## src/common/tnnPkg.sv

```systemverilog
/*
 * Shared types and constants for the ternary neural layer.
 * Every RTL module imports this package for its trit, mode and configuration types.
 */
package tnnPkg;

    // ============================================================
    // element and activation types
    // ============================================================
    typedef logic signed [1:0] trit_t;          // -1, 0 or +1, the code 2'b10 is never used
    typedef logic signed [1:0] act_t;           // same encoding as trit_t
    typedef logic signed [15:0] threshold_t;

    localparam act_t actNeg = 2'b11;
    localparam act_t actZero = 2'b00;
    localparam act_t actPos = 2'b01;

    // ============================================================
    // weight mode, the meaning of a {0, 1} weight bit
    // ============================================================
    typedef logic [1:0] weightMode_t;

    localparam weightMode_t modeZero = 2'b00;      // {0, 0}
    localparam weightMode_t modeZeroPos = 2'b01;   // {0, +1}
    localparam weightMode_t modePosNeg = 2'b10;    // {+1, -1}
    localparam weightMode_t modeZeroNeg = 2'b11;   // {0, -1}

    // ============================================================
    // configuration write
    // ============================================================
    typedef logic [1:0] cfgTarget_t;

    localparam cfgTarget_t cfgWeights = 2'd0;
    localparam cfgTarget_t cfgMode = 2'd1;
    localparam cfgTarget_t cfgThreshold = 2'd2;

    localparam int maxVecLen = 64;

    typedef struct packed {
        cfgTarget_t target;
        logic [7:0] neuron;                     // only used by weight writes
        logic [maxVecLen-1:0] data;             // row, mode or threshold in the low bits
    } cfgWrite_t;

    // number of register stages implied by a tree pipeline mask
    function automatic int unsigned countPipeStages(input int unsigned mask);
        int unsigned stages = 0;
        for (int i = 0; i < 32; i++) begin
            stages += mask[i];
        end
        return stages;
    endfunction

endpackage

```

## src/dotTree/dotTree.sv

```systemverilog
/*
 * Recursive ternary dot product of one weight row with one trit vector.
 * Each tree level may carry a register, selected by pipeMask (bit 0 is this node).
 * Latency is the number of set bits in pipeMask, zero means purely combinational.
 */
`timescale 1ns/1ps

module dotTree import tnnPkg::*; #(
    parameter int vecLen = 16,
    parameter int unsigned pipeMask = 5'b00101,
    localparam int sumW = $clog2(vecLen) + 2
) (
    input  logic clk,
    input  logic arstN,
    input  weightMode_t mode,
    input  logic [vecLen-1:0] weights,
    input  logic [2*vecLen-1:0] data,
    output logic signed [sumW-1:0] sum
);

    // maps one weight bit and one trit through the layer mode
    function automatic trit_t tritProduct(input weightMode_t m, input logic w, input trit_t d);
        trit_t p = '0;
        case (m)
            modeZero: p = '0;
            modeZeroPos: p = w ? d : trit_t'(0);
            modePosNeg: p = w ? -d : d;
            modeZeroNeg: p = w ? -d : trit_t'(0);
        endcase
        return p;
    endfunction

    if (vecLen == 1) begin : leaf
        // a leaf takes every remaining stage so that uneven branches stay aligned
        localparam int unsigned leafStages = countPipeStages(pipeMask);

        trit_t product;

        assign product = tritProduct(mode, weights[0], trit_t'(data[1:0]));

        if (leafStages == 0) begin : comb
            assign sum = product;
        end else begin : piped
            trit_t stage [leafStages];

            always_ff @(posedge clk or negedge arstN) begin
                if (!arstN) begin
                    for (int s = 0; s < leafStages; s++) begin
                        stage[s] <= '0;
                    end
                end else begin
                    stage[0] <= product;
                    for (int s = 1; s < leafStages; s++) begin
                        stage[s] <= stage[s-1];
                    end
                end
            end

            assign sum = stage[leafStages-1];
        end
    end else begin : node
        localparam int nLo = (1 << $clog2(vecLen)) / 2;     // power of two half
        localparam int nHi = vecLen - nLo;
        localparam int loW = $clog2(nLo) + 2;
        localparam int hiW = $clog2(nHi) + 2;

        logic signed [loW-1:0] loSum;
        logic signed [hiW-1:0] hiSum;
        logic signed [sumW-1:0] sumComb;

        dotTree #(.vecLen(nLo), .pipeMask(pipeMask >> 1)) u_lo (
            .clk(clk),
            .arstN(arstN),
            .mode(mode),
            .weights(weights[0 +: nLo]),
            .data(data[0 +: 2*nLo]),
            .sum(loSum)
        );

        dotTree #(.vecLen(nHi), .pipeMask(pipeMask >> 1)) u_hi (
            .clk(clk),
            .arstN(arstN),
            .mode(mode),
            .weights(weights[nLo +: nHi]),
            .data(data[2*nLo +: 2*nHi]),
            .sum(hiSum)
        );

        assign sumComb = loSum + hiSum;                     // both children sign-extend

        if (pipeMask[0]) begin : piped
            logic signed [sumW-1:0] sumReg;

            always_ff @(posedge clk or negedge arstN) begin
                if (!arstN) begin
                    sumReg <= '0;
                end else begin
                    sumReg <= sumComb;
                end
            end

            assign sum = sumReg;
        end else begin : comb
            assign sum = sumComb;
        end
    end

endmodule

```

## src/rtl/neuronArray.sv

```systemverilog
/*
 * One dotTree per neuron plus the valid delay line that tracks the tree latency.
 * Sums and ternary activations are registered together, so results leave
 * exactly P+1 cycles after inValid, P being the set bits of pipeMask.
 */
`timescale 1ns/1ps

module neuronArray import tnnPkg::*; #(
    parameter int vecLen = 16,
    parameter int numNeurons = 4,
    parameter int unsigned pipeMask = 5'b00101,
    localparam int sumW = $clog2(vecLen) + 2
) (
    input  logic clk,
    input  logic arstN,
    input  logic inValid,
    input  logic [2*vecLen-1:0] inData,
    input  logic [numNeurons*vecLen-1:0] weightRows,
    input  weightMode_t mode,
    input  threshold_t threshold,
    output logic outValid,
    output logic [numNeurons-1:0][sumW-1:0] outSum,
    output act_t [numNeurons-1:0] outAct
);

    localparam int unsigned treeStages = countPipeStages(pipeMask);

    logic validDly;
    logic signed [sumW-1:0] treeSum [numNeurons];

    // +1 above the threshold, -1 below its negative, 0 in the band between
    function automatic act_t activate(input logic signed [sumW-1:0] s, input threshold_t thr);
        logic signed [16:0] sumWide;
        logic signed [16:0] thrWide;
        act_t a;
        sumWide = s;
        thrWide = thr;                          // 17 bits so that -thr never overflows
        if (sumWide > thrWide) begin
            a = actPos;
        end else if (sumWide < -thrWide) begin
            a = actNeg;
        end else begin
            a = actZero;
        end
        return a;
    endfunction

    // ============================================================
    // dot-product trees
    // ============================================================
    for (genvar n = 0; n < numNeurons; n++) begin : neuron
        dotTree #(.vecLen(vecLen), .pipeMask(pipeMask)) u_tree (
            .clk(clk),
            .arstN(arstN),
            .mode(mode),
            .weights(weightRows[n*vecLen +: vecLen]),
            .data(inData),
            .sum(treeSum[n])
        );
    end

    // ============================================================
    // valid delay line, one stage per tree register level
    // ============================================================
    if (treeStages == 0) begin : noValidLine
        assign validDly = inValid;
    end else begin : validLine
        logic [treeStages-1:0] validPipe;

        always_ff @(posedge clk or negedge arstN) begin
            if (!arstN) begin
                validPipe <= '0;
            end else begin
                validPipe <= treeStages'({validPipe, inValid});   // shift toward the msb
            end
        end

        assign validDly = validPipe[treeStages-1];
    end

    // ============================================================
    // output register
    // ============================================================
    always_ff @(posedge clk or negedge arstN) begin
        if (!arstN) begin
            outValid <= 1'b0;
            outSum <= '0;
            outAct <= '0;
        end else begin
            outValid <= validDly;
            if (validDly) begin                 // results hold between pulses
                for (int n = 0; n < numNeurons; n++) begin
                    outSum[n] <= treeSum[n];
                    outAct[n] <= activate(treeSum[n], threshold);
                end
            end
        end
    end

endmodule

```

## src/rtl/ternaryLayer.sv

```systemverilog
/*
 * Top level of the ternary layer: configuration store feeding the neuron array.
 * Results follow each inValid strobe by P+1 cycles, 3 with the default pipeMask.
 */
`timescale 1ns/1ps

module ternaryLayer import tnnPkg::*; #(
    parameter int vecLen = 16,
    parameter int numNeurons = 4,
    parameter int unsigned pipeMask = 5'b00101,     // root is bit 0
    localparam int sumW = $clog2(vecLen) + 2
) (
    input  logic clk,
    input  logic arstN,
    input  logic cfgValid,
    input  cfgWrite_t cfg,
    input  logic inValid,
    input  logic [2*vecLen-1:0] inData,
    output logic outValid,
    output logic [numNeurons-1:0][sumW-1:0] outSum,
    output act_t [numNeurons-1:0] outAct
);

    logic [numNeurons*vecLen-1:0] weightRows;
    weightMode_t mode;
    threshold_t threshold;

    weightBank #(
        .vecLen(vecLen),
        .numNeurons(numNeurons)
    ) u_weightBank (
        .clk(clk),
        .arstN(arstN),
        .cfgValid(cfgValid),
        .cfg(cfg),
        .weightRows(weightRows),
        .mode(mode),
        .threshold(threshold)
    );

    neuronArray #(
        .vecLen(vecLen),
        .numNeurons(numNeurons),
        .pipeMask(pipeMask)
    ) u_neuronArray (
        .clk(clk),
        .arstN(arstN),
        .inValid(inValid),
        .inData(inData),
        .weightRows(weightRows),
        .mode(mode),
        .threshold(threshold),
        .outValid(outValid),
        .outSum(outSum),
        .outAct(outAct)
    );

endmodule

```

## src/rtl/weightBank.sv

```systemverilog
/*
 * Configuration store of the layer: one weight row per neuron, the weight mode
 * and the activation threshold. A cfgValid strobe writes one of them at that edge.
 */
`timescale 1ns/1ps

module weightBank import tnnPkg::*; #(
    parameter int vecLen = 16,
    parameter int numNeurons = 4
) (
    input  logic clk,
    input  logic arstN,
    input  logic cfgValid,
    input  cfgWrite_t cfg,
    output logic [numNeurons*vecLen-1:0] weightRows,
    output weightMode_t mode,
    output threshold_t threshold
);

    // ============================================================
    // elaboration checks
    // ============================================================
    if (vecLen > maxVecLen) begin : badVecLen
        $error("vecLen %0d is wider than the configuration data field", vecLen);
    end

    if (numNeurons > 256) begin : badNeuronCount
        $error("numNeurons %0d cannot be addressed by an 8-bit index", numNeurons);
    end

    // ============================================================
    // write decode
    // ============================================================
    always_ff @(posedge clk or negedge arstN) begin
        if (!arstN) begin
            weightRows <= '0;
            mode <= modeZero;
            threshold <= '0;
        end else if (cfgValid) begin
            case (cfg.target)
                cfgWeights: begin
                    // an index past the last neuron matches no row and is dropped
                    for (int n = 0; n < numNeurons; n++) begin
                        if (cfg.neuron == 8'(n)) begin
                            weightRows[n*vecLen +: vecLen] <= cfg.data[vecLen-1:0];
                        end
                    end
                end
                cfgMode: begin
                    mode <= weightMode_t'(cfg.data[1:0]);
                end
                cfgThreshold: begin
                    threshold <= threshold_t'(cfg.data[15:0]);
                end
                default: begin
                    // reserved target code, nothing is written
                end
            endcase
        end
    end

endmodule

```

## config.mk

```make
export PLATFORM = sky130hd
export DESIGN_NAME = ternaryLayer
export DESIGN_NICKNAME = d
export VERILOG_FILES = /design/src/common/tnnPkg.sv /design/src/dotTree/dotTree.sv /design/src/rtl/neuronArray.sv /design/src/rtl/ternaryLayer.sv /design/src/rtl/weightBank.sv
export SDC_FILE = /design/constraint.sdc
export NUM_CORES = 1
export LEC_CHECK = 0
export ABC_CLOCK_PERIOD_IN_PS = 4000
export BUFFER_PORTS_ARGS = -buffer_cell sky130_fd_sc_hd__buf_2
export CAP_MARGIN = 20
export CORE_ASPECT_RATIO = 1.75
export CORE_MARGIN = 10
export CORE_UTILIZATION = 55
export CTS_CLUSTER_DIAMETER = 40
export CTS_CLUSTER_SIZE = 40
export DETAILED_ROUTE_END_ITERATION = 7
export PLACE_DENSITY = 0.88
export SLEW_MARGIN = 10
export SYNTH_ARGS = -nofsm -noshare
export SYNTH_HDL_FRONTEND = slang
export SYNTH_SLANG_ARGS = --single-unit
```

## constraint.sdc

```tcl
create_clock -name clk -period 4 [get_ports clk]
set_clock_uncertainty 0.1 [all_clocks]
set_input_delay 0.8 -clock clk [delete_from_list [all_inputs] [get_ports clk]]
set_output_delay 0.8 -clock clk [all_outputs]
set_load 0.05 [all_outputs]
```

* Yosys cells after proc, flatten, opt, wreduce, memory -nomap -nowiden
Index checks and enable logic that the tools add are counted.
** Cells by class
- Add/subtract/negate cells :: 77
- Magnitude comparators :: 8
- Eq/ne operators :: 8
- Muxes and demuxes :: 264
- Reductions and logical operators :: 9
** Operators with widths (number)
- $pmux W2 S4 :: 64
- $mux W2 :: 200
- $add A2 B2 Y3 :: 32
- $lt A6 B17 Y1 :: 4
- $add A3 B3 Y4 :: 16
- $gt A6 B16 Y1 :: 4
- $add A4 B4 Y5 :: 8
- $neg A2 Y2 :: 16
- $add A5 B5 Y6 :: 4
- $neg A16 Y17 :: 1
- $eq A8 B2 Y1 const B :: 2
- $reduce_and A3 Y1 :: 4
- $eq A8 B1 Y1 const B :: 1
- $logic_not A8 Y1 :: 1
- $eq A2 B2 Y1 const B :: 3
- $eq A2 B1 Y1 const B :: 2
- $logic_not A2 Y1 :: 2
- $reduce_and A2 Y1 :: 2
** Storage, ports and cells
- Bits in registers :: 205
- Output and inout port bits :: 33

* Depth between registers and ports, before layout
- Word-level depth :: 5
- Depth in mapped cells :: 16
- Depth with buffers taken out :: 13

* Cells and area by module
A second synthesis with hierarchy kept.
** Second synthesis, totals
- Cell total of the unflattened synthesis :: 1725
- Area total of the unflattened synthesis :: 18761.7 um^2
** By module, submodules not included
- neuronArray :: instances 1, cells an instance 479, area an instance 4370.4 um^2, sequential area each 875.8 um^2
- dotTree (u_neuronArray.neuron[0].u_tree.node.u_hi.node.u_hi.node.u_hi.node.u_hi ...) :: instances 64, cells an instance 7, area an instance 55.1 um^2, sequential area each 0.0 um^2
- weightBank :: instances 1, cells an instance 182, area an instance 3345.7 um^2, sequential area each 2052.0 um^2
- dotTree (u_neuronArray.neuron[0].u_tree.node.u_hi.node.u_hi.node.u_hi ...) :: instances 32, cells an instance 6, area an instance 63.8 um^2, sequential area each 0.0 um^2
- dotTree (u_neuronArray.neuron[0].u_tree.node.u_hi.node.u_hi ...) :: instances 10, cells an instance 13, area an instance 195.2 um^2, sequential area each 100.1 um^2
- dotTree (u_neuronArray.neuron[0].u_tree ...) :: instances 4, cells an instance 25, area an instance 321.6 um^2, sequential area each 150.1 um^2
- dotTree (u_neuronArray.neuron[2].u_tree.node.u_lo.node.u_hi ...) :: instances 6, cells an instance 11, area an instance 190.2 um^2, sequential area each 100.1 um^2
- dotTree (u_neuronArray.neuron[0].u_tree.node.u_hi ...) :: instances 8, cells an instance 16, area an instance 137.6 um^2, sequential area each 0.0 um^2

* Least setup slack after synthesis
Ideal clock, no wire load.
- Path type :: register -> register
- Start :: register u_weightBank.mode[1]
- End :: register u_neuronArray.neuron[3].u_tree.node.u_lo.node.u_lo.node.piped.sumReg[3]
- Data arrival time :: 3821 ps
- Setup slack :: -1 ps
- Cell stages (with the launch flop) :: 16
- Buffers on the path :: 3
- Clock period less this slack :: 4001 ps
- Cell sequence :: dfrtp_1 > clkbuf_1 > clkinv_1 > nor2_1 > clkbuf_1 > buf_1 > nor2_1 > a21oi_1 > a22oi_1 > fa_1 > fa_1 > inv_1 > ha_1 > fa_1 > xnor2_1 > xnor2_1
** Between the ends
- Longest elaborated chain between the ends :: 4
- Elaborated cells on any way between the ends :: 11
** Ends and longest elaborated chain
- start: declaration :: RTL line weightBank.sv:16 : output weightMode_t mode,
- start signal: assignment :: RTL line weightBank.sv:37 : mode <= modeZero;
- start signal: assignment :: RTL line weightBank.sv:50 : mode <= weightMode_t'(cfg.data[1:0]);
- $eq A2 B2 Y1 (tied with other cells) :: RTL line dotTree.sv:24 : case (m)
- $pmux W2 S4 :: RTL line dotTree.sv:24
- $add A2 B2 Y3 :: RTL line dotTree.sv:89 : assign sumComb = loSum + hiSum;
- $add A3 B3 Y4 (*) :: RTL line dotTree.sv:89
- via u_neuronArray.neuron[3].u_tree.node.u_lo.node.u_lo.node.sumComb[3] :: RTL line dotTree.sv:69 : logic signed [sumW-1:0] sumComb;
- end signal: assignment :: RTL line dotTree.sv:98 : sumReg <= sumComb;
- end: declaration :: RTL line dotTree.sv:92 : logic signed [sumW-1:0] sumReg;
Mark *: on every way through the listed nets, which the timed path passes. The rest lies on a longest branch.
A chain may end at the register's enable or synchronous reset.

* Worst setup path after layout
- Start :: register u_weightBank.mode[0]
- End :: register u_neuronArray.neuron[0].u_tree.node.u_hi.node.u_lo.node.piped.sumReg[3]
** Between the ends
- Longest elaborated chain between the ends :: 4
- Elaborated cells on any way between the ends :: 11
** Ends and longest elaborated chain (RTL line)
- $eq A2 B2 Y1 (tied with other cells) :: dotTree.sv:24
- $pmux W2 S4 :: dotTree.sv:24
- $add A2 B2 Y3 :: dotTree.sv:89
- $add A3 B3 Y4 (*) :: dotTree.sv:89
- via u_neuronArray.neuron[0].u_tree.node.u_hi.node.u_lo.node.sumComb[3] :: dotTree.sv:69
- end signal: assignment :: dotTree.sv:98
- end: declaration :: dotTree.sv:92
Marks and branches as above.

==> results.tsv <==
stage	metric	value	unit
finish	most-common-layout-cells	dfrtp_1, ha_1, a21oi_1, inv_1, fa_1	
route	drtIter0Drc	974	
timing	period_minus_slack	3860	ps
place	port_buffers	94	
finish	area_growth	13.6	%
worst_setup_path	cp-start-kind	register	
job	cap_viol_max_count	0	
yosys	synth_ff_type	dfrtp_1	
status	status	finished clean	
route	wl_per_cell	21.8	um
floorplan	dieArea	35800	um2
finish	drive_gt1_share	19.7	%
yosys	yosys_warnings	0	
place	post-dp-hpwl	34300	um
yosys	syn_nets	1878	
power	peakVddDrop	0.404	mV
grt	grt_pass1_vias	13100	
worst_setup_path	end_kind	register	
grt	antenna_found_initial	6	
cts	cts_made_buffers	22	
route	vias	12300	
yosys	ys_seq_area_share	32.9	%
finish	register_area	5130	um2
power	power_leakage	8.37	nW
place	dp.cells	1966	
finish	fin_nets	2018	
cts	clk_latency	530	ps
timing	hold_viol_final	0	
cts	cts-root-buf	clkbuf_16	
finish	num-fill-cells	2172	
yosys	synth_cell_types	69	
floorplan	core	28000	um2
timing	fin_setup_tns	0	ps
floorplan	dieHeight	243	um
worst_setup_path	reg2reg_depth	12	
route	wl	43800	um
timing	setup_viol	0	
worst_setup_path	required	4290	ps
finish	multi_input_area	9850	um2
finish	fin_area	17700	um2
cts	cts.clk_slew.worst_paths	70	ps
floorplan	start_util	55.8	%
timing	finalCritPeriodShare	96.6	%
floorplan	rows	81	
yosys	synthArstFlopShare	100	%
finish	stdcell_count	2012	
place	place_congestion	0.987	
yosys	synth-edff-count	0	
power	power	14.1	mW
grt	grt-ovfl-total	0	
route	drc	0	
grt	grt_pass1_wl	68600	um
place	placed_area	16900	um2
yosys	netlist_instances	1479	
timing	slew-limit-headroom	27.2	%
cts	htreeDepth	1	
timing	max_freq	259	MHz
timing	slew_viol_final	0	
worst_setup_path	cp.arrival	4160	ps
grt	grt_max_degree	83	
cts	cts_buffer_depth	3	
cts	cts_num_sinks	205	
route	ant_nets	0	
route	vias_per_cell	6.11	
finish	layout_commonest_cell	dfrtp_1	
cts	tritoncts	built	
floorplan	die_w	147	um
timing	worstMarginPinSlew	1090	ps
worst_setup_path	worstSetupPathType	reg2reg	
worst_setup_path	critPathMaxFanout	13	
floorplan	pin_count	143	
cts	cts_hold_buf	0	
grt	grt_usage	24.3	%
yosys	ys_ff_latch	205	
power	cellPowerDensity	797	nW/um2
worst_hold_path	hold_path_class	in2async	
yosys	syn_avg_cell_area	10.6	um2
yosys	syn-cell-area	15600	um2
route	drt_first_pass_iters	7	
## worst max-delay path, stage by stage (launching register included)
cell     delay [ps]
dfrtp_2         470
nor2b_4         160
buf_6           170
a21oi_1         220
a21oi_1         110
a22oi_1         310
fa_1            520
fa_1            560
inv_1            40
ha_1            200
fa_1            380
xnor2_1         150
xnor2_1         340
## stage by stage
step / util, % / hold WS (ps) / setup WS, ps
after CTS: 63.2 / 253 / 66.5
after global placement: 60.4 / 239 / -80.3
final: 63.4 / 225 / 136
after detailed placement: 60.4 / 246 / -161
after floorplan: - / 231 / 79.0
after global routing: 63.4 / 255 / -9.89
## what timing repair did
action,4_1_cts,5_1_grt
hold endpoints to repair,0,0
setup endpoints to repair,3,9
setup buffers,0,2
gates cloned,0,0
resized for setup,2,8
## cell type report
cell class / count / area share [%]
Multi-Input combinational cell: 1102 / 55.5
Timing Repair Buffer: 156 / 5.53
Clock inverter: 14 / 1.07
Sequential cell: 205 / 28.9
Clock buffer: 26 / 3.42
Inverter: 132 / 2.81
Antenna cell: 4 / 0.0564
Tap cell: 373 / 2.63
## power by group
part / switching (mW) / internal (mW) / leakage [nW] / total (mW)
registers: 0.651 / 2.83 / 2.58 / 3.48
logic: 4.81 / 3.63 / 5.40 / 8.44
clock network: 0.949 / 1.26 / 0.388 / 2.21
total: 6.41 / 7.73 / 8.37 / 14.1
## registers in the layout (all words and copies together), names as in the netlist, 16 cells and up
signal,flops
u_weightBank.threshold,16
u_weightBank.weightRows,64
u_neuronArray.neuron.u_tree.node.u_hi.node.u_hi.sum,16
u_neuronArray.outSum,24
u_neuronArray.neuron.u_tree.node.u_lo.node.u_hi.sum,16
u_neuronArray.neuron.u_tree.node.u_lo.node.u_lo.sum,16
u_neuronArray.neuron.u_tree.sum,24
u_neuronArray.neuron.u_tree.node.u_hi.node.u_lo.sum,16
## Yosys cell counts, drive strengths merged, types with 4 or more instances
| library cell | n | share of area (%) |
|---|---|---|
| a21boi | 5 | 0.24 |
| xor2 | 11 | 0.62 |
| fa | 116 | 15 |
| nor2 | 87 | 2.1 |
| o2111ai | 4 | 0.22 |
| nand4 | 11 | 0.44 |
| a21o | 43 | 2.1 |
| nor4 | 9 | 0.54 |
| a211oi | 6 | 0.29 |
| inv | 131 | 3.1 |
| o31ai | 5 | 0.24 |
| nand3 | 10 | 0.32 |
| buf | 5 | 0.13 |
| a31oi | 6 | 0.24 |
| nor2b | 11 | 0.44 |
| o21bai | 6 | 0.29 |
| nor4b | 4 | 0.22 |
| o221ai | 5 | 0.28 |
| o211ai | 5 | 0.24 |
| a21oi | 138 | 4.4 |
| o21ai | 40 | 1.3 |
| nand2b | 11 | 0.44 |
| ha | 173 | 14 |
| xnor2 | 49 | 2.7 |
| mux2 | 106 | 7.6 |
| or3 | 5 | 0.24 |
| dfrtp | 205 | 33 |
| and2 | 5 | 0.20 |
| nor3 | 30 | 0.99 |
| nand3b | 5 | 0.24 |
| and3 | 4 | 0.16 |
| a22oi | 35 | 1.7 |
| o21a | 10 | 0.48 |
| nand2 | 109 | 2.6 |
| clkbuf | 35 | 0.91 |
## cell families (layout without fill, tap and decap cells)
logic type      after synthesis  in the layout  synth area share [%]
compound gates              332            332                  13.5
simple gates                313            313                  9.57
fa+ha+maj                   289            289                  28.7
flops                       205            205                  32.9
buf+inv                     172            328                  4.22
mux                         108            108                  7.77
xor+xnor                     60             60                  3.37
other cells                   0              4                     0
## worst paths after layout
| kind | from | endpoint | slack (ps) |
|---|---|---|---|
| min reg2reg | u_neuronArray.validLine.validPipe[0] | u_neuronArray.validLine.validPipe[1] | 250 |
| max in group asynchronous | arstN | u_weightBank.mode[1] | 2640 |
| max | u_weightBank.mode[0] | register | 140 |
| min in group clk | u_neuronArray.validLine.validPipe[0] | u_neuronArray.validLine.validPipe[1] | 250 |
| min | arstN | u_neuronArray.outSum[5] | 220 |
| max reg2reg | u_weightBank.mode[0] | register | 140 |
## per-layer routing
layer | global-route usage (%) | part of all wire, % | up-vias
met4 | 19.9 | 9.0 | 10
met1 | 23.4 | 32 | 5997
li1 | - | - | 5475
met3 | 4.43 | 6.2 | 214
met5 | 0 | 0.15 | -
met2 | 43.9 | 52 | 606
Power figures use the tool's default switching activity.
